<file path="src/eeprom_pkg.sv">
package eeprom_pkg;

    typedef enum logic {
        op_write = 1'b0,
        op_read  = 1'b1
    } eeprom_op_e;

    // one host command
    typedef struct packed {
        eeprom_op_e  op;
        logic [10:0] addr;
        logic [7:0]  wdata;
    } cmd_t;

    // decoded work for the bus engine
    typedef struct packed {
        logic        is_read;
        logic [7:0]  ctrl_byte;  // 1010, block bits, write dir
        logic [7:0]  addr_low;
        logic [7:0]  wdata;
    } job_t;

    typedef struct packed {
        logic        nack;
        logic [7:0]  rdata;
    } rsp_t;

    localparam int CMD_DEPTH        = 2;  // also the host's starting credits
    localparam int HOST_RSP_CREDITS = 2;
    localparam int RSP_DEPTH        = 2;
    localparam int QUARTER          = 1;  // CLK cycles per quarter SCL period

    localparam logic [3:0] DEVICE_CODE = 4'b1010;

endpackage
</file>
<file path="src/eeprom_ctrl_top.sv">
`timescale 1ns/10ps

module eeprom_ctrl_top (
    input  logic             CLK,
    input  logic             RESET,
    input  logic             cmd_valid,
    input  eeprom_pkg::cmd_t cmd,
    output logic             cmd_credit,
    output logic             rsp_valid,
    output eeprom_pkg::rsp_t rsp,
    input  logic             rsp_credit,
    output logic             scl,
    output logic             sda_drive_low,
    input  logic             sda_in
);
    import eeprom_pkg::*;

    logic job_valid;
    logic job_ready;
    job_t job;
    logic rsp_room;
    logic done;
    rsp_t rsp_out;

    eeprom_cmd_decode decode_i (
        .CLK        (CLK),
        .RESET      (RESET),
        .cmd_valid  (cmd_valid),
        .cmd        (cmd),
        .cmd_credit (cmd_credit),
        .rsp_room   (rsp_room),
        .job_ready  (job_ready),
        .job_valid  (job_valid),
        .job        (job)
    );

    twi_execute execute_i (
        .CLK           (CLK),
        .RESET         (RESET),
        .job_valid     (job_valid),
        .job           (job),
        .job_ready     (job_ready),
        .done          (done),
        .rsp_out       (rsp_out),
        .scl           (scl),
        .sda_drive_low (sda_drive_low),
        .sda_in        (sda_in)
    );

    eeprom_result result_i (
        .CLK        (CLK),
        .RESET      (RESET),
        .done       (done),
        .rsp_out    (rsp_out),
        .rsp_room   (rsp_room),
        .rsp_valid  (rsp_valid),
        .rsp        (rsp),
        .rsp_credit (rsp_credit)
    );

endmodule

</file>
<file path="src/eeprom_result.sv">
`timescale 1ns/10ps

module eeprom_result (
    input  logic             CLK,
    input  logic             RESET,
    input  logic             done,
    input  eeprom_pkg::rsp_t rsp_out,
    output logic             rsp_room,
    output logic             rsp_valid,
    output eeprom_pkg::rsp_t rsp,
    input  logic             rsp_credit
);
    import eeprom_pkg::*;

    localparam int CW = $clog2(HOST_RSP_CREDITS + 1);

    logic [CW-1:0] credits;  // host buffer slots we may fill
    logic          q_not_empty;

    credit_queue #(
        .payload_t (rsp_t),
        .DEPTH     (RSP_DEPTH)
    ) rsp_q_i (
        .CLK       (CLK),
        .RESET     (RESET),
        .push      (done),
        .push_data (rsp_out),
        .pop       (rsp_valid),
        .pop_data  (rsp),
        .not_empty (q_not_empty),
        .not_full  (rsp_room)
    );

    assign rsp_valid = q_not_empty && (credits != '0);

    always_ff @(posedge CLK)
    begin
        if (RESET)
            credits <= CW'(HOST_RSP_CREDITS);
        else if (rsp_valid && !rsp_credit)
            credits <= credits - 1'b1;
        else if (rsp_credit && !rsp_valid)
            credits <= credits + 1'b1;
    end

    // host returned more credits than it was given
    a_credit_bound: assert property (@(posedge CLK) disable iff (RESET)
        credits <= CW'(HOST_RSP_CREDITS))
        else $error("eeprom_result: host credit overflow");

endmodule

</file>
<file path="src/twi_execute.sv">
`timescale 1ns/10ps

module twi_execute (
    input  logic             CLK,
    input  logic             RESET,
    input  logic             job_valid,
    input  eeprom_pkg::job_t job,
    output logic             job_ready,
    output logic             done,
    output eeprom_pkg::rsp_t rsp_out,
    output logic             scl,
    output logic             sda_drive_low,
    input  logic             sda_in
);
    import eeprom_pkg::*;

    typedef enum logic [2:0] {
        ph_idle,
        ph_start,
        ph_byte,
        ph_ack,
        ph_restart,
        ph_rdbyte,
        ph_mnack,
        ph_stop
    } phase_e;

    localparam int TW = (QUARTER > 1) ? $clog2(QUARTER) : 1;

    phase_e        phase;
    logic [TW-1:0] tick;
    logic [1:0]    q;         // quarter within the bit
    logic [2:0]    bit_cnt;
    logic [1:0]    byte_idx;  // 0 ctrl, 1 addr, 2 wdata, 3 read ctrl
    logic          nack;
    logic [7:0]    shift;
    job_t          job_q;
    logic          accept;
    logic          step;
    logic          sample;
    logic          bit_end;
    logic          mid;

    assign accept  = job_valid && job_ready;
    assign step    = (tick == TW'(QUARTER - 1));
    assign sample  = step && (q == 2'd2);
    assign bit_end = step && (q == 2'd3);
    assign mid     = (q == 2'd1) || (q == 2'd2);  // scl high in the middle quarters

    // hold off one cycle after done so the response count is settled
    assign job_ready = (phase == ph_idle) && !done;

    always_comb
    begin
        scl           = 1'b1;
        sda_drive_low = 1'b0;
        case (phase)
            ph_start:
            begin
                scl           = (q != 2'd3);
                sda_drive_low = q[1];  // falls while scl high
            end
            ph_restart:
            begin
                scl           = mid;
                sda_drive_low = q[1];
            end
            ph_byte:
            begin
                scl           = mid;
                sda_drive_low = !shift[7];
            end
            ph_ack, ph_rdbyte, ph_mnack:
                scl = mid;  // line released
            ph_stop:
            begin
                scl           = (q != 2'd0);
                sda_drive_low = !q[1];  // rises while scl high
            end
            default:
                scl = 1'b1;
        endcase
    end

    always_ff @(posedge CLK)
    begin
        if (RESET)
        begin
            phase    <= ph_idle;
            tick     <= '0;
            q        <= '0;
            bit_cnt  <= '0;
            byte_idx <= '0;
            nack     <= 1'b0;
            shift    <= '0;
            done     <= 1'b0;
        end
        else
        begin
            done <= 1'b0;
            if (phase == ph_idle)
            begin
                tick <= '0;
                q    <= '0;
                if (accept)
                begin
                    phase    <= ph_start;
                    byte_idx <= 2'd0;
                    nack     <= 1'b0;
                end
            end
            else
            begin
                tick <= step ? '0 : tick + 1'b1;
                if (step)
                    q <= q + 1'b1;
                if (sample && phase == ph_ack && sda_in)
                    nack <= 1'b1;
                if (sample && phase == ph_rdbyte)
                    shift <= {shift[6:0], sda_in};
                if (bit_end)
                begin
                    case (phase)
                        ph_start:
                        begin
                            phase   <= ph_byte;
                            bit_cnt <= 3'd7;
                            shift   <= job_q.ctrl_byte;
                        end
                        ph_restart:
                        begin
                            phase   <= ph_byte;
                            bit_cnt <= 3'd7;
                            shift   <= job_q.ctrl_byte | 8'h01;  // read direction
                        end
                        ph_byte:
                        begin
                            shift <= {shift[6:0], 1'b0};
                            if (bit_cnt == 3'd0)
                                phase <= ph_ack;
                            else
                                bit_cnt <= bit_cnt - 1'b1;
                        end
                        ph_ack:
                        begin
                            bit_cnt <= 3'd7;
                            if (nack)
                                phase <= ph_stop;
                            else if (byte_idx == 2'd0)
                            begin
                                phase    <= ph_byte;
                                byte_idx <= 2'd1;
                                shift    <= job_q.addr_low;
                            end
                            else if (byte_idx == 2'd1 && job_q.is_read)
                            begin
                                phase    <= ph_restart;
                                byte_idx <= 2'd3;
                            end
                            else if (byte_idx == 2'd1)
                            begin
                                phase    <= ph_byte;
                                byte_idx <= 2'd2;
                                shift    <= job_q.wdata;
                            end
                            else if (byte_idx == 2'd2)
                                phase <= ph_stop;
                            else
                                phase <= ph_rdbyte;
                        end
                        ph_rdbyte:
                        begin
                            if (bit_cnt == 3'd0)
                                phase <= ph_mnack;
                            else
                                bit_cnt <= bit_cnt - 1'b1;
                        end
                        ph_mnack:
                            phase <= ph_stop;
                        default:
                        begin
                            phase <= ph_idle;
                            done  <= 1'b1;
                        end
                    endcase
                end
            end
        end
    end

    always_ff @(posedge CLK)
    begin
        if (accept)
            job_q <= job;
        if (phase == ph_stop && bit_end)
        begin
            rsp_out.nack  <= nack;
            rsp_out.rdata <= (job_q.is_read && !nack) ? shift : 8'h00;
        end
    end

    // data moves only with scl low, except for start, restart and stop
    a_sda_framing: assert property (@(posedge CLK) disable iff (RESET)
        (scl && $past(scl) && !(phase inside {ph_start, ph_restart, ph_stop}))
            |-> $stable(sda_drive_low))
        else $error("twi_execute: sda moved while scl high");

endmodule

</file>
<file path="src/eeprom_cmd_decode.sv">
`timescale 1ns/10ps

module eeprom_cmd_decode (
    input  logic             CLK,
    input  logic             RESET,
    input  logic             cmd_valid,
    input  eeprom_pkg::cmd_t cmd,
    output logic             cmd_credit,
    input  logic             rsp_room,
    input  logic             job_ready,
    output logic             job_valid,
    output eeprom_pkg::job_t job
);
    import eeprom_pkg::*;

    cmd_t head;
    logic q_not_empty;
    logic q_not_full;
    logic pop;

    credit_queue #(
        .payload_t (cmd_t),
        .DEPTH     (CMD_DEPTH)
    ) cmd_q_i (
        .CLK       (CLK),
        .RESET     (RESET),
        .push      (cmd_valid),
        .push_data (cmd),
        .pop       (pop),
        .pop_data  (head),
        .not_empty (q_not_empty),
        .not_full  (q_not_full)
    );

    // one job at a time, and only with room left for its response
    assign pop = q_not_empty && rsp_room && job_ready && !job_valid;

    always_ff @(posedge CLK)
    begin
        if (RESET)
        begin
            job_valid  <= 1'b0;
            cmd_credit <= 1'b0;
        end
        else
        begin
            cmd_credit <= pop;  // slot freed, hand credit back
            if (pop)
                job_valid <= 1'b1;
            else if (job_ready)
                job_valid <= 1'b0;
        end
    end

    always_ff @(posedge CLK)
    begin
        if (pop)
        begin
            job.is_read   <= (head.op == op_read);
            job.ctrl_byte <= {DEVICE_CODE, head.addr[10:8], 1'b0};
            job.addr_low  <= head.addr[7:0];
            job.wdata     <= head.wdata;
        end
    end

    // host sent without holding a credit
    a_host_credit: assert property (@(posedge CLK) disable iff (RESET) cmd_valid |-> q_not_full)
        else $error("eeprom_cmd_decode: command without credit");

endmodule

</file>
<file path="src/credit_queue.sv">
`timescale 1ns/10ps

module credit_queue #(
    parameter type payload_t = logic [7:0],
    parameter int  DEPTH     = 2
) (
    input  logic     CLK,
    input  logic     RESET,
    input  logic     push,
    input  payload_t push_data,
    input  logic     pop,
    output payload_t pop_data,
    output logic     not_empty,
    output logic     not_full
);
    localparam int PTR_W = (DEPTH > 1) ? $clog2(DEPTH) : 1;

    payload_t         mem [DEPTH];
    logic [PTR_W-1:0] rd_ptr;
    logic [PTR_W-1:0] wr_ptr;
    logic [PTR_W:0]   count;

    assign pop_data  = mem[rd_ptr];
    assign not_empty = (count != '0);
    assign not_full  = (count != (PTR_W + 1)'(DEPTH));

    always_ff @(posedge CLK)
    begin
        if (RESET)
        begin
            rd_ptr <= '0;
            wr_ptr <= '0;
            count  <= '0;
        end
        else
        begin
            if (push)
                wr_ptr <= (wr_ptr == PTR_W'(DEPTH - 1)) ? '0 : wr_ptr + 1'b1;
            if (pop)
                rd_ptr <= (rd_ptr == PTR_W'(DEPTH - 1)) ? '0 : rd_ptr + 1'b1;
            if (push && !pop)
                count <= count + 1'b1;
            else if (pop && !push)
                count <= count - 1'b1;
        end
    end

    always_ff @(posedge CLK)
    begin
        if (push)
            mem[wr_ptr] <= push_data;
    end

    a_no_overflow: assert property (@(posedge CLK) disable iff (RESET) push |-> not_full)
        else $error("credit_queue: push while full");
    a_no_underflow: assert property (@(posedge CLK) disable iff (RESET) pop |-> not_empty)
        else $error("credit_queue: pop while empty");

endmodule

</file>
<file path="config.mk">
export PLATFORM = sky130hd
export DESIGN_NAME = eeprom_ctrl_top
export DESIGN_NICKNAME = d
export VERILOG_FILES = /design/src/eeprom_pkg.sv /design/src/eeprom_ctrl_top.sv /design/src/eeprom_result.sv /design/src/twi_execute.sv /design/src/eeprom_cmd_decode.sv /design/src/credit_queue.sv
export SDC_FILE = /design/constraint.sdc
export NUM_CORES = 1
export LEC_CHECK = 0
export BUFFER_PORTS_ARGS = -buffer_cell sky130_fd_sc_hd__buf_2
export CORE_ASPECT_RATIO = 1.25
export CORE_MARGIN = 2
export CORE_UTILIZATION = 35
export CTS_BUF_LIST = sky130_fd_sc_hd__clkbuf_16
export CTS_CLUSTER_SIZE = 24
export DETAILED_ROUTE_END_ITERATION = 10
export GPL_TIMING_DRIVEN = 0
export PLACE_DENSITY = 0.51
export REMOVE_ABC_BUFFERS = 1
export SYNTH_ARGS = -nofsm -noshare
export SYNTH_HDL_FRONTEND = slang
export SYNTH_SLANG_ARGS = --single-unit
</file>
<file path="constraint.sdc">
create_clock -name CLK -period 6.7 [get_ports CLK]
set_input_delay 1.34 -clock CLK [delete_from_list [all_inputs] [get_ports CLK]]
set_output_delay 1.34 -clock CLK [all_outputs]
set_load 0.005 [all_outputs]
</file>
Word-level counts from Yosys, hierarchy flattened
Memories as Yosys holds them, arrays and structs flattened. A register that Yosys moved wholly into a read port is not among the register bits.
Index checks and enable logic that the tools add are counted.
{"block": "totals", "ff_bits": 62, "mem_bits_rw": 58, "inputBits": 25, "output_inout_bits": 13, "elab_cells": 170, "memories": 2}
{"block": "op_classes", "add_sub_neg": 13, "eq_ne": 19, "n_mux": 52, "bitwise": 3, "reduce_logical": 58}
{"memory": "decode_i.cmd_q_i.mem", "words": 2, "width": 20, "read_ports": 1, "rd_ports_with_merged_regs": 1, "wr": 1, "line_no": "credit_queue.sv:18", "source": "payload_t mem [DEPTH];"}
{"memory": "result_i.rsp_q_i.mem", "words": 2, "width": 9, "read_ports": 1, "rd_ports_with_merged_regs": 1, "wr": 1, "line_no": "credit_queue.sv:18"}
{"cell": "8-bit 2-to-1 mux", "count": 6}
{"cell": "8-bit one-hot mux with 4 select lines", "count": 1}
{"cell": "2-bit 2-to-1 mux", "count": 15}
{"cell": "3-bit 2-to-1 mux", "count": 10}
{"cell": "2-bit nonzero test", "count": 12}
{"cell": "1-bit logical AND", "count": 20}
{"cell": "1-bit 2-to-1 mux", "count": 16}
{"cell": "3-bit one-hot mux with 5 select lines", "count": 1}
{"cell": "3-bit equality test (second input constant)", "count": 4}
{"cell": "1-bit logical NOT", "count": 9}
{"cell": "3-bit OR reduction", "count": 3}
{"cell": "2-bit by 1-bit adder with 2-bit output (second input constant)", "count": 4}
{"cell": "2-bit != test (second input constant)", "count": 4}
{"cell": "4-bit AND reduction", "count": 2}
{"cell": "2-bit equality test (second input constant)", "count": 3}
{"cell": "3-bit by 2-bit equality test with 1-bit output (second input constant)", "count": 2}
{"cell": "3-bit logical NOT", "count": 2}
{"cell": "1-bit one-hot mux with 3 select lines", "count": 2}
{"cell": "3-bit one-hot mux with 2 select lines", "count": 1}
{"cell": "2-bit OR reduction", "count": 3}
{"cell": "6-bit OR reduction", "count": 1}
{"cell": "2-bit by 1-bit subtractor with 2-bit output (second input constant)", "count": 3}
{"cell": "1-bit adder (second input constant)", "count": 5}
{"cell": "5-bit AND reduction", "count": 1}
{"cell": "other kinds (12)", "count": 15}

Depth between registers and ports, before layout
Gate-level depths: netlist of the first run.
{"block": "depth", "ltp_word": 10, "depth_mapped": 9, "mapped_depth_nobuf": 7}

Modules after synthesis
From an unflattened synthesis of the first run, not the netlist that was laid out.
{"block": "unflattened", "hier_cells": 421, "hier_area_um2": 6058.3}
{"module": "twi_execute", "instances": 1, "cells_per_inst": 242, "area_per_inst_um2": 2723.9, "seq_area_each_um2": 1441.4}
{"module": "credit_queue at decode_i.cmd_q_i", "instances": 1, "cells_per_inst": 84, "area_per_inst_um2": 1644.1, "seq_area_each_um2": 1301.2}
{"module": "credit_queue at result_i.rsp_q_i", "instances": 1, "cells_per_inst": 50, "area_per_inst_um2": 854.6, "seq_area_each_um2": 640.6}
{"module": "eeprom_cmd_decode", "instances": 1, "cells_per_inst": 34, "area_per_inst_um2": 732.0, "seq_area_each_um2": 640.6}
{"module": "eeprom_result", "instances": 1, "cells_per_inst": 11, "area_per_inst_um2": 103.8, "seq_area_each_um2": 40.0}

Least setup slack after synthesis of the first run
Ideal clock, no wire load.
{"block": "synth_path", "path_type": "input-to-reg", "start": "input cmd_valid", "end": "memory decode_i.cmd_q_i.mem[0][0] (netlist bit) (enable)", "setup_time_ns": 0.399, "t_arrival_ns": 2.275, "required_ns": 6.301, "slack_ns": 4.026, "cell_stages": 1, "n_path_buf": 0, "cell_sequence": "nor2b_1"}
{"block": "synth_between", "elab_chain_len": 2}
{"element": "from (decl)", "line_no": "eeprom_ctrl_top.sv:6", "source": "input logic cmd_valid,"}
{"element": "1-bit 2-to-1 mux", "line_no": "credit_queue.sv:50", "source": "if (push)"}
{"element": "1-bit 2-to-1 mux (not written as such)", "line_no": "credit_queue.sv:51", "source": "mem[wr_ptr] <= push_data;"}
{"element": "to (decl)", "line_no": "credit_queue.sv:18"}
No other way between the ends.

Final worst setup path of the first run
{"block": "layout_path", "start": "register execute_i.phase[1]", "end": "output sda_drive_low"}
{"block": "layout_between", "elab_chain_len": 3, "word_cells_on_any_way": 6, "classes_between": "eq/ne: 4; mux: 1; reduce/logical: 1"}
{"element": "from (decl)", "line_no": "twi_execute.sv:30", "source": "phase_e phase;"}
{"element": "from (signal assigned)", "line_no": "twi_execute.sv:89", "source": "phase <= ph_idle;"}
{"element": "from (signal assigned)", "line_no": "twi_execute.sv:107", "source": "phase <= ph_start;"}
{"element": "from (signal assigned)", "line_no": "twi_execute.sv:126", "source": "phase <= ph_byte;"}
{"element": "3-bit by 1-bit equality test with 1-bit output or 3-bit equality test (tied branches)", "line_no": "twi_execute.sv:57", "source": "case (phase)"}
{"element": "2-bit OR reduction (no line)"}
{"element": "1-bit one-hot mux with 3 select lines *", "line_no": "twi_execute.sv:57"}
{"element": "to (decl)", "line_no": "eeprom_ctrl_top.sv:13", "source": "output logic sda_drive_low,"}
Mark *: on every way between the ends. The rest lies on a longest branch, timed or not.

==> impl_metrics.xml, run 1 <==
<?xml version="1.0" encoding="UTF-8"?>
<metrics>
  <group name="drt">
    <metric name="drt_iter0_drc" unit="">117</metric>
    <metric name="route.detailed.vias_per_inst" unit="">4.85</metric>
    <metric name="number_of_routed_nets_with_antenna_violations" unit="">0</metric>
    <metric name="remaining_drc_errors" unit="">0</metric>
    <metric name="postRouteWirelength" unit="µm">9630</metric>
    <metric name="wl_per_cell" unit="µm">14.3</metric>
    <metric name="route.vias.total" unit="">3269</metric>
    <metric name="dr.pass1.iters" unit="">4</metric>
  </group>
  <group name="global_route">
    <metric name="grt_remaining_overflow" unit="">0</metric>
    <metric name="grt_start_max_net_pins" unit="">34</metric>
    <metric name="total_routing_resource_utilization_after_global_routing" unit="%">12.2</metric>
    <metric name="grt_pass1_wl" unit="µm">16400</metric>
    <metric name="first_global_vias" unit="">3369</metric>
    <metric name="grt_antenna_before_repair" unit="">0</metric>
  </group>
  <group name="clocking">
    <metric name="cts_setup_buffers" unit="">0</metric>
    <metric name="root_buf_cell" unit="">clkbuf_16</metric>
    <metric name="clock_tree.htree_level_count" unit="">4</metric>
    <metric name="path_clk_slew" unit="ns">0.06</metric>
    <metric name="hold_buffers" unit="">0</metric>
    <metric name="clkLatencyLatePin" unit="ns">0.42</metric>
    <metric name="postCtsResizedCells" unit="">0</metric>
    <metric name="clockBufferDepth" unit="">2</metric>
    <metric name="cts_inserted_buffers" unit="">17</metric>
    <metric name="cts_tree" unit="">built</metric>
    <metric name="tritoncts_num_sinks" unit="">141</metric>
  </group>
  <group name="synth">
    <metric name="netlist_area" unit="µm²">5700</metric>
    <metric name="syn_inst_count" unit="">407</metric>
    <metric name="post_synth_top_flop" unit="">edfxtp_1</metric>
    <metric name="ys_types" unit="">57</metric>
    <metric name="post_synth_xor_xnor_area" unit="%">1.82</metric>
    <metric name="synth_compound_gate_area_share" unit="%">8.72</metric>
    <metric name="simple_gate_portion_of_the_synthesized_area" unit="%">10.8</metric>
    <metric name="flop_and_latch_count_out_of_synthesis" unit="">141</metric>
    <metric name="synth-edff-count" unit="">107</metric>
    <metric name="proportion_of_synthesized_chip_area_in_sequential_cells" unit="%">68.3</metric>
    <metric name="synth_area_per_cell" unit="µm²">14.0</metric>
    <metric name="synth_mux_area_share" unit="%">6.10</metric>
    <metric name="ys_async_sr_fraction" unit="%">0</metric>
    <metric name="synth.yosys.warnings" unit="">0</metric>
    <metric name="synthAdderAreaFrac" unit="%">1.76</metric>
    <metric name="dominant_combinational_cell_family_by_area_after_synthesis" unit="">simple AND/OR/NAND/NOR gates</metric>
  </group>
  <group name="timing">
    <metric name="final.min_clock_period" unit="ns">3.65</metric>
    <metric name="slew-limit-headroom" unit="%">20.4</metric>
    <metric name="clock_skew" unit="ns">0.00646</metric>
    <metric name="fmaxAchievable" unit="MHz">274</metric>
    <metric name="worst_pin_slew" unit="ns">1.19</metric>
    <metric name="finalSetupTns" unit="ns">0</metric>
    <metric name="rsz0062_at_grt" unit="">false</metric>
    <metric name="finalWorstSetupSlack" unit="ns">3.05</metric>
    <metric name="timing.final.crit_share" unit="%">54.5</metric>
    <metric name="hold_violations" unit="">0</metric>
    <metric name="drv_slew" unit="">0</metric>
    <metric name="report.final.setup_viol" unit="">0</metric>
  </group>
  <group name="pwr">
    <metric name="pwr_density_cell" unit="nW/µm²">377</metric>
    <metric name="leakage" unit="nW">2.26</metric>
    <metric name="peakVddDrop" unit="V">0.000205</metric>
    <metric name="total_power" unit="mW">2.49</metric>
  </group>
  <group name="critical_path">
    <metric name="cp_slowest_stage_delay" unit="ns">0.87</metric>
    <metric name="worst_setup_path_endpoint" unit="">sda_drive_low</metric>
    <metric name="worst_ep_arrival_time" unit="ns">2.31</metric>
    <metric name="cp_bufs_invs" unit="">1</metric>
    <metric name="worst-r2r-cell-count" unit="">5</metric>
    <metric name="critical_path.endpoint_type" unit="">output port</metric>
    <metric name="critical_path_class" unit="">reg2out</metric>
    <metric name="critical_path_required" unit="ns">5.36</metric>
    <metric name="worstSetupStartpoint" unit="">execute_i.phase[1]</metric>
    <metric name="timing.reg2reg.setup_slack" unit="ns">3.76</metric>
    <metric name="crit_family" unit="">flip-flops</metric>
    <metric name="critPathMaxFanout" unit="">27</metric>
    <metric name="r2r_end" unit="">execute_i.phase[0]</metric>
    <metric name="cell_type_of_the_slowest_stage_on_the_worst_timing_path" unit="">dfxtp_1</metric>
    <metric name="crit_path_start_kind" unit="">register</metric>
    <metric name="crit_chain" unit="">nor2b_1 -&gt; a221oi_1 -&gt; a21oi_1 -&gt; buf_2</metric>
    <metric name="worst_r2r_startpoint" unit="">execute_i.phase[0]</metric>
    <metric name="cp.depth" unit="">4</metric>
  </group>
  <group name="place">
    <metric name="hpwl" unit="µm">6320</metric>
    <metric name="finalWeightedCongestion" unit="">0.852</metric>
    <metric name="port_buffers" unit="">37</metric>
    <metric name="post-place-ws" unit="ns">3.48</metric>
  </group>
  <group name="finish">
    <metric name="layout.core_utilization" unit="%">41.1</metric>
    <metric name="antenna-diode-count" unit="">0</metric>
    <metric name="layout.cells.most_common_list" unit="">107 x edfxtp_1, 37 x buf_2, 36 x nor2_1, 34 x dfxtp_1, 30 x mux2_2</metric>
    <metric name="post_route_cells_drive_above_1_share" unit="%">23.1</metric>
    <metric name="layout.cells.most_common" unit="">edfxtp_1</metric>
    <metric name="count_of_nets_after_finishing" unit="">479</metric>
    <metric name="flow.area_growth_from_synthesis" unit="%">16.0</metric>
  </group>
  <group name="floorplanning">
    <metric name="die-area" unit="µm²">17300</metric>
    <metric name="rows" unit="">52</metric>
    <metric name="num_io_pins" unit="">38</metric>
    <metric name="fp.dieH" unit="µm">147</metric>
    <metric name="core_area" unit="µm²">16100</metric>
    <metric name="chipWidth" unit="µm">118</metric>
    <metric name="initial_core_util" unit="%">35.5</metric>
  </group>
  <group name="run">
    <metric name="cap_viol_max_count" unit="">0</metric>
  </group>
  <group name="hold_path">
    <metric name="min_path_type" unit="">reg2reg</metric>
  </group>
  <group name="outcome">
    <metric name="run_status" unit="">finished clean</metric>
  </group>
</metrics>
==> flip-flops by register name, indices dropped and copies added (netlist names), 3 cells and up, named ones only <==
name                  flops
execute_i.job_q          20
execute_i.rsp_out         9
result_i.rsp_q_i.mem     18
execute_i.bit_cnt         3
execute_i.phase           3
decode_i.cmd_q_i.mem     40
decode_i.job             20
execute_i.shift           8
==> routing by layer <==
layer / vias up / track usage (%) / share of wire (%)
li1: 1605 / - / -
met1: 1560 / 13.3 / 42
met2: 80 / 20.4 / 49
met3: 24 / 3.79 / 4.5
met4: 0 / 7.65 / 3.7
met5: - / 0 / 0
==> power by group <==
part           switching (mW)  internal (mW)
clock network           0.352          0.500
logic                   0.209          0.173
registers               0.106           1.15
total                   0.666           1.83
==> synth_stat cells (4+ instances only) <==
library cell    n  share of area, %
clkbuf_1       11              0.72
dfxtp_1        34                12
and2_1         12               1.3
nor2_1         36               2.4
xor2_1          7               1.1
edfxtp_1      107                56
nor3_1          6              0.53
nor2b_1        11               1.2
o31ai_1         5              0.66
nand3_1         4              0.35
ha_1            8               1.8
nand2_1        13              0.86
nand2b_1        4              0.44
inv_1          11              0.72
o21ai_0        13               1.1
a31oi_1         6              0.66
a21oi_1        26               2.3
mux2_2         30               5.9
==> metrics by stage <==
stage	area [µm²]	std cells	hold WS, ns
finish	6610	674	0.417
detailed placement	6080	643	0.405
CTS	6610	674	0.416
floorplan	5600	389	0.400
global placement	6060	642	0.402
global route	6610	674	0.421
==> worst register-to-register path, delay by kind of cell, from the launching register on <==
family,cells,cell delay [ns]
AO/OA/AOI/OAI,3,0.69
AND/OR/NAND/NOR,2,1.57
flip-flops,1,0.60
==> final cells by class <==
class	instances	area, µm²
Sequential cell	141	3890
Fill cell	1527	9460
Multi-Input combinational cell	237	1670
Clock buffer	17	425
Timing Repair Buffer	38	200
Clock inverter	14	106
Tap cell	216	270
Inverter	11	41.3
==> how the worst min path moves through the flow <==
stage	from	to	depth (start not counted)
5_1_grt	decode_i.job[10]	execute_i.job_q[10]	0
4_1_cts	decode_i.job[10]	execute_i.job_q[10]	0
3_3_place_gp	decode_i.job[11]	execute_i.job_q[11]	0
6_report	decode_i.job[10]	execute_i.job_q[10]	0
2_1_floorplan	decode_i.job[0]	execute_i.job_q[0]	0
3_5_place_dp	decode_i.job[7]	execute_i.job_q[7]	0
==> cell families (layout without fill, tap and decap cells) <==
kind of cell | after synthesis | count (layout)
adder cells (fa/ha/maj) | 8 | 8
buffers and inverters | 29 | 80
flip-flops | 141 | 141
multiplexers | 31 | 31
XOR/XNOR | 11 | 11
other | 1 | 1
AO/OA/AOI/OAI | 76 | 76
AND/OR/NAND/NOR | 110 | 110
Power figures use the tool's default switching activity.
==> run 2: changes to the inputs <==
ABC_AREA = 1   (was unset)
clock period = 3.4 ns   (was 6.7 ns; I/O delays follow)
==> run 2 against run 1 <==
  * Register-to-register slack got worse by 2.5 ns
  * Synthesized cell count increased by 26%
  * Sequential share of layout area is 0.056 points lower
  * Count of clock-buffer cells in the layout stayed put
  * First-iteration DRC count is 33% higher
  * Critical path depth up 2
  * Sequential power grew 97%
  * Synthesized area shrank 1.2%
  * Design area barely moved
  * Worst setup slack worse by 2.2 ns
  * Critical path type unchanged
  * Largest cell class unchanged
  * Largest power group unchanged
==> impl_metrics.xml, run 2 <==
<?xml version="1.0" encoding="UTF-8"?>
<metrics>
  <group name="clocking">
    <metric name="postCtsResizedCells" unit="">0</metric>
    <metric name="tritoncts_num_sinks" unit="">141</metric>
    <metric name="clockBufferDepth" unit="">2</metric>
    <metric name="cts_tree" unit="">built</metric>
    <metric name="clock_tree.htree_level_count" unit="">4</metric>
    <metric name="clkLatencyLatePin" unit="ns">0.42</metric>
    <metric name="cts_setup_buffers" unit="">0</metric>
    <metric name="cts_inserted_buffers" unit="">17</metric>
    <metric name="root_buf_cell" unit="">clkbuf_16</metric>
    <metric name="hold_buffers" unit="">0</metric>
    <metric name="path_clk_slew" unit="ns">0.05</metric>
  </group>
  <group name="floorplanning">
    <metric name="die-area" unit="µm²">17100</metric>
    <metric name="core_area" unit="µm²">15600</metric>
    <metric name="fp.dieH" unit="µm">146</metric>
    <metric name="num_io_pins" unit="">38</metric>
    <metric name="rows" unit="">51</metric>
    <metric name="chipWidth" unit="µm">117</metric>
    <metric name="initial_core_util" unit="%">36.0</metric>
  </group>
  <group name="global_route">
    <metric name="grt_remaining_overflow" unit="">0</metric>
    <metric name="total_routing_resource_utilization_after_global_routing" unit="%">12.2</metric>
    <metric name="grt_antenna_before_repair" unit="">0</metric>
    <metric name="grt_pass1_wl" unit="µm">16400</metric>
    <metric name="first_global_vias" unit="">3529</metric>
    <metric name="grt_start_max_net_pins" unit="">23</metric>
  </group>
  <group name="pwr">
    <metric name="peakVddDrop" unit="V">0.000336</metric>
    <metric name="leakage" unit="nW">2.60</metric>
    <metric name="share_comb_of_total_power" unit="%">19.4</metric>
    <metric name="total_power" unit="mW">5.22</metric>
    <metric name="internal_power" unit="mW">3.71</metric>
    <metric name="switching_share_of_total_power" unit="%">28.9</metric>
    <metric name="pwr_density_cell" unit="nW/µm²">789</metric>
    <metric name="p_seq_share" unit="%">47.5</metric>
    <metric name="net-switching-power" unit="mW">1.51</metric>
    <metric name="clock_share_of_power" unit="%">33.1</metric>
  </group>
  <group name="drt">
    <metric name="postRouteWirelength" unit="µm">9720</metric>
    <metric name="drt_iter0_drc" unit="">156</metric>
    <metric name="remaining_drc_errors" unit="">0</metric>
    <metric name="route.detailed.vias_per_inst" unit="">4.52</metric>
    <metric name="wl_per_cell" unit="µm">12.4</metric>
    <metric name="route.vias.total" unit="">3547</metric>
    <metric name="number_of_routed_nets_with_antenna_violations" unit="">0</metric>
    <metric name="dr.pass1.iters" unit="">4</metric>
  </group>
  <group name="synth">
    <metric name="netlist_area" unit="µm²">5630</metric>
    <metric name="flop_and_latch_count_out_of_synthesis" unit="">141</metric>
    <metric name="yosys.cell_count.top_type" unit="">nand2_1</metric>
    <metric name="ys_types" unit="">30</metric>
    <metric name="syn_inst_count" unit="">512</metric>
    <metric name="proportion_of_synthesized_chip_area_in_sequential_cells" unit="%">69.2</metric>
    <metric name="yosys.area.top_type" unit="">edfxtp_1</metric>
    <metric name="synth_area_per_cell" unit="µm²">11.0</metric>
    <metric name="synth-edff-count" unit="">107</metric>
    <metric name="yosysTopAreaCellShare" unit="%">57.1</metric>
    <metric name="yosys-top-cells-count" unit="">158 x nand2_1, 107 x edfxtp_1, 43 x inv_1, 39 x nor2_1, 34 x dfxtp_1</metric>
    <metric name="post_synth_top_flop" unit="">edfxtp_1</metric>
    <metric name="synth.yosys.warnings" unit="">0</metric>
    <metric name="synth.top_cells.by_area" unit="">edfxtp_1 57%, dfxtp_1 12%, nand2_1 11%, inv_1 2.9%, nor2_1 2.6%</metric>
    <metric name="ys_async_sr_fraction" unit="%">0</metric>
  </group>
  <group name="timing">
    <metric name="drv_slew" unit="">0</metric>
    <metric name="clock_skew" unit="ns">0.00983</metric>
    <metric name="fmaxAchievable" unit="MHz">396</metric>
    <metric name="report.final.setup_viol" unit="">0</metric>
    <metric name="timing.final.crit_share" unit="%">74.3</metric>
    <metric name="slew-limit-headroom" unit="%">46.2</metric>
    <metric name="worst_pin_slew" unit="ns">0.806</metric>
    <metric name="finalSetupTns" unit="ns">0</metric>
    <metric name="final.min_clock_period" unit="ns">2.53</metric>
    <metric name="hold_violations" unit="">0</metric>
    <metric name="rsz0062_at_grt" unit="">false</metric>
  </group>
  <group name="finish">
    <metric name="antenna-diode-count" unit="">0</metric>
    <metric name="count_of_nets_after_finishing" unit="">593</metric>
    <metric name="finish.instance_area" unit="µm²">6620</metric>
    <metric name="biggestRegsByFlops" unit="">decode_i.cmd_q_i.mem: 40 flops, decode_i.job: 20 flops, execute_i.job_q: 20 flops</metric>
    <metric name="largest_reg_flops" unit="">40</metric>
    <metric name="largest-register" unit="">decode_i.cmd_q_i.mem</metric>
    <metric name="flow.area_growth_from_synthesis" unit="%">17.5</metric>
    <metric name="layout.cells.most_common" unit="">nand2_1</metric>
    <metric name="post_route_cells_drive_above_1_share" unit="%">15.7</metric>
    <metric name="layout.cells.most_common_list" unit="">158 x nand2_1, 107 x edfxtp_1, 44 x inv_1, 38 x nor2_1, 37 x buf_2</metric>
  </group>
  <group name="critical_path">
    <metric name="critical_path.endpoint_type" unit="">output port</metric>
    <metric name="critPathMaxFanout" unit="">7</metric>
    <metric name="crit_family" unit="">simple AND/OR/NAND/NOR gates</metric>
    <metric name="critical_path_required" unit="ns">2.72</metric>
    <metric name="cp_slowest_stage_delay" unit="ns">0.49</metric>
    <metric name="cp_common_cell" unit="">nand2_1</metric>
    <metric name="critical_path_class" unit="">reg2out</metric>
    <metric name="worst_ep_arrival_time" unit="ns">1.85</metric>
    <metric name="cell_type_of_the_slowest_stage_on_the_worst_timing_path" unit="">dfxtp_1</metric>
    <metric name="crit_chain" unit="">inv_2 -&gt; nand3_1 -&gt; nand2_1 -&gt; nand2_1 -&gt; o221ai_1 -&gt; buf_2</metric>
    <metric name="crit_path_start_kind" unit="">register</metric>
    <metric name="cp_bufs_invs" unit="">2</metric>
  </group>
  <group name="place">
    <metric name="placement.cell_area" unit="µm²">6060</metric>
    <metric name="hpwl" unit="µm">6750</metric>
    <metric name="port_buffers" unit="">37</metric>
    <metric name="finalWeightedCongestion" unit="">0.863</metric>
  </group>
  <group name="outcome">
    <metric name="run_status" unit="">finished clean</metric>
  </group>
  <group name="hold_path">
    <metric name="min_path_type" unit="">reg2reg</metric>
  </group>
  <group name="run">
    <metric name="cap_viol_max_count" unit="">0</metric>
  </group>
</metrics>
## run 2: cell count changes after synthesis, sizes merged, moves of 11 or more
cell / previous run / this run
and2: 12 / 1
nand3: 4 / 19
mux2: 30 / 9
o21ai: 13 / 26
nand2: 13 / 162
nor2b: 11 / 0
inv: 11 / 46
## run 2: worst paths after layout
check	from	to	slack, ns	cells after the start
min	decode_i.job[11]	execute_i.job_q[11]	0.42	0
max reg2reg	execute_i.phase[1]	decode_i.job[2]	1.27	5
min reg2reg	decode_i.job[11]	execute_i.job_q[11]	0.42	0
max	execute_i.phase[2]	sda_drive_low	0.87	6
## run 2: area by class of cell
class / instances / area, µm²
Inverter: 46 / 173
Sequential cell: 141 / 3890
Timing Repair Buffer: 38 / 200
Clock buffer: 17 / 425
Tap cell: 212 / 265
Multi-Input combinational cell: 316 / 1530
Clock inverter: 15 / 131
Fill cell: 1523 / 9020
## run 2: cell families after synthesis
logic type               Yosys count  synth area share [%]
AO/OA/AOI/OAI                     62                  5.89
XOR/XNOR                           2                 0.311
adder cells (fa/ha/maj)            8                  1.78
buffers and inverters             55                  3.76
flip-flops                       141                  69.2
multiplexers                       9                  1.80
other                              1                0.0666
AND/OR/NAND/NOR                  234                  17.2
## run 2: power groups by stage
stage / Combinational [mW] / Clock [mW] / Sequential [mW]
6_report: 1.01 / 1.72 / 2.48
5_1_grt: 1.17 / 1.84 / 2.53
4_1_cts: 1.03 / 1.76 / 2.48
3_5_place_dp: 1.02 / 0 / 2.52
3_3_place_gp: 0.997 / 0 / 2.51
2_1_floorplan: 0.747 / 0 / 2.46
## run 2: worst register-to-register path: cells and delay by family (launching register included)
kind	cells	cell delay, ns
AND/OR/NAND/NOR	4	0.80
buffers and inverters	1	0.58
flip-flops	1	0.37
## run 2: per-stage QoR
| step | cells | setup WS [ns] | hold slack [ns] | util [%] |
|---|---|---|---|---|
| floorplan | 503 | 1.43 | 0.400 | - |
| global placement | 752 | 0.807 | 0.401 | 38.6 |
| detailed placement | 753 | 1.25 | 0.405 | 38.8 |
| CTS | 785 | 0.845 | 0.418 | 42.3 |
| global route | 785 | 0.740 | 0.426 | 42.3 |
| finish | 785 | 0.873 | 0.417 | 42.3 |
## run 2: metal layers
metal	routed length, µm	part of all wire, %	vias to the layer above	track usage, %
li1	-	-	1829	-
met1	4020	41	1622	13.2
met2	4950	51	79	21.2
met3	526	5.4	17	4.55
met4	214	2.2	0	5.60
met5	0	0	-	0
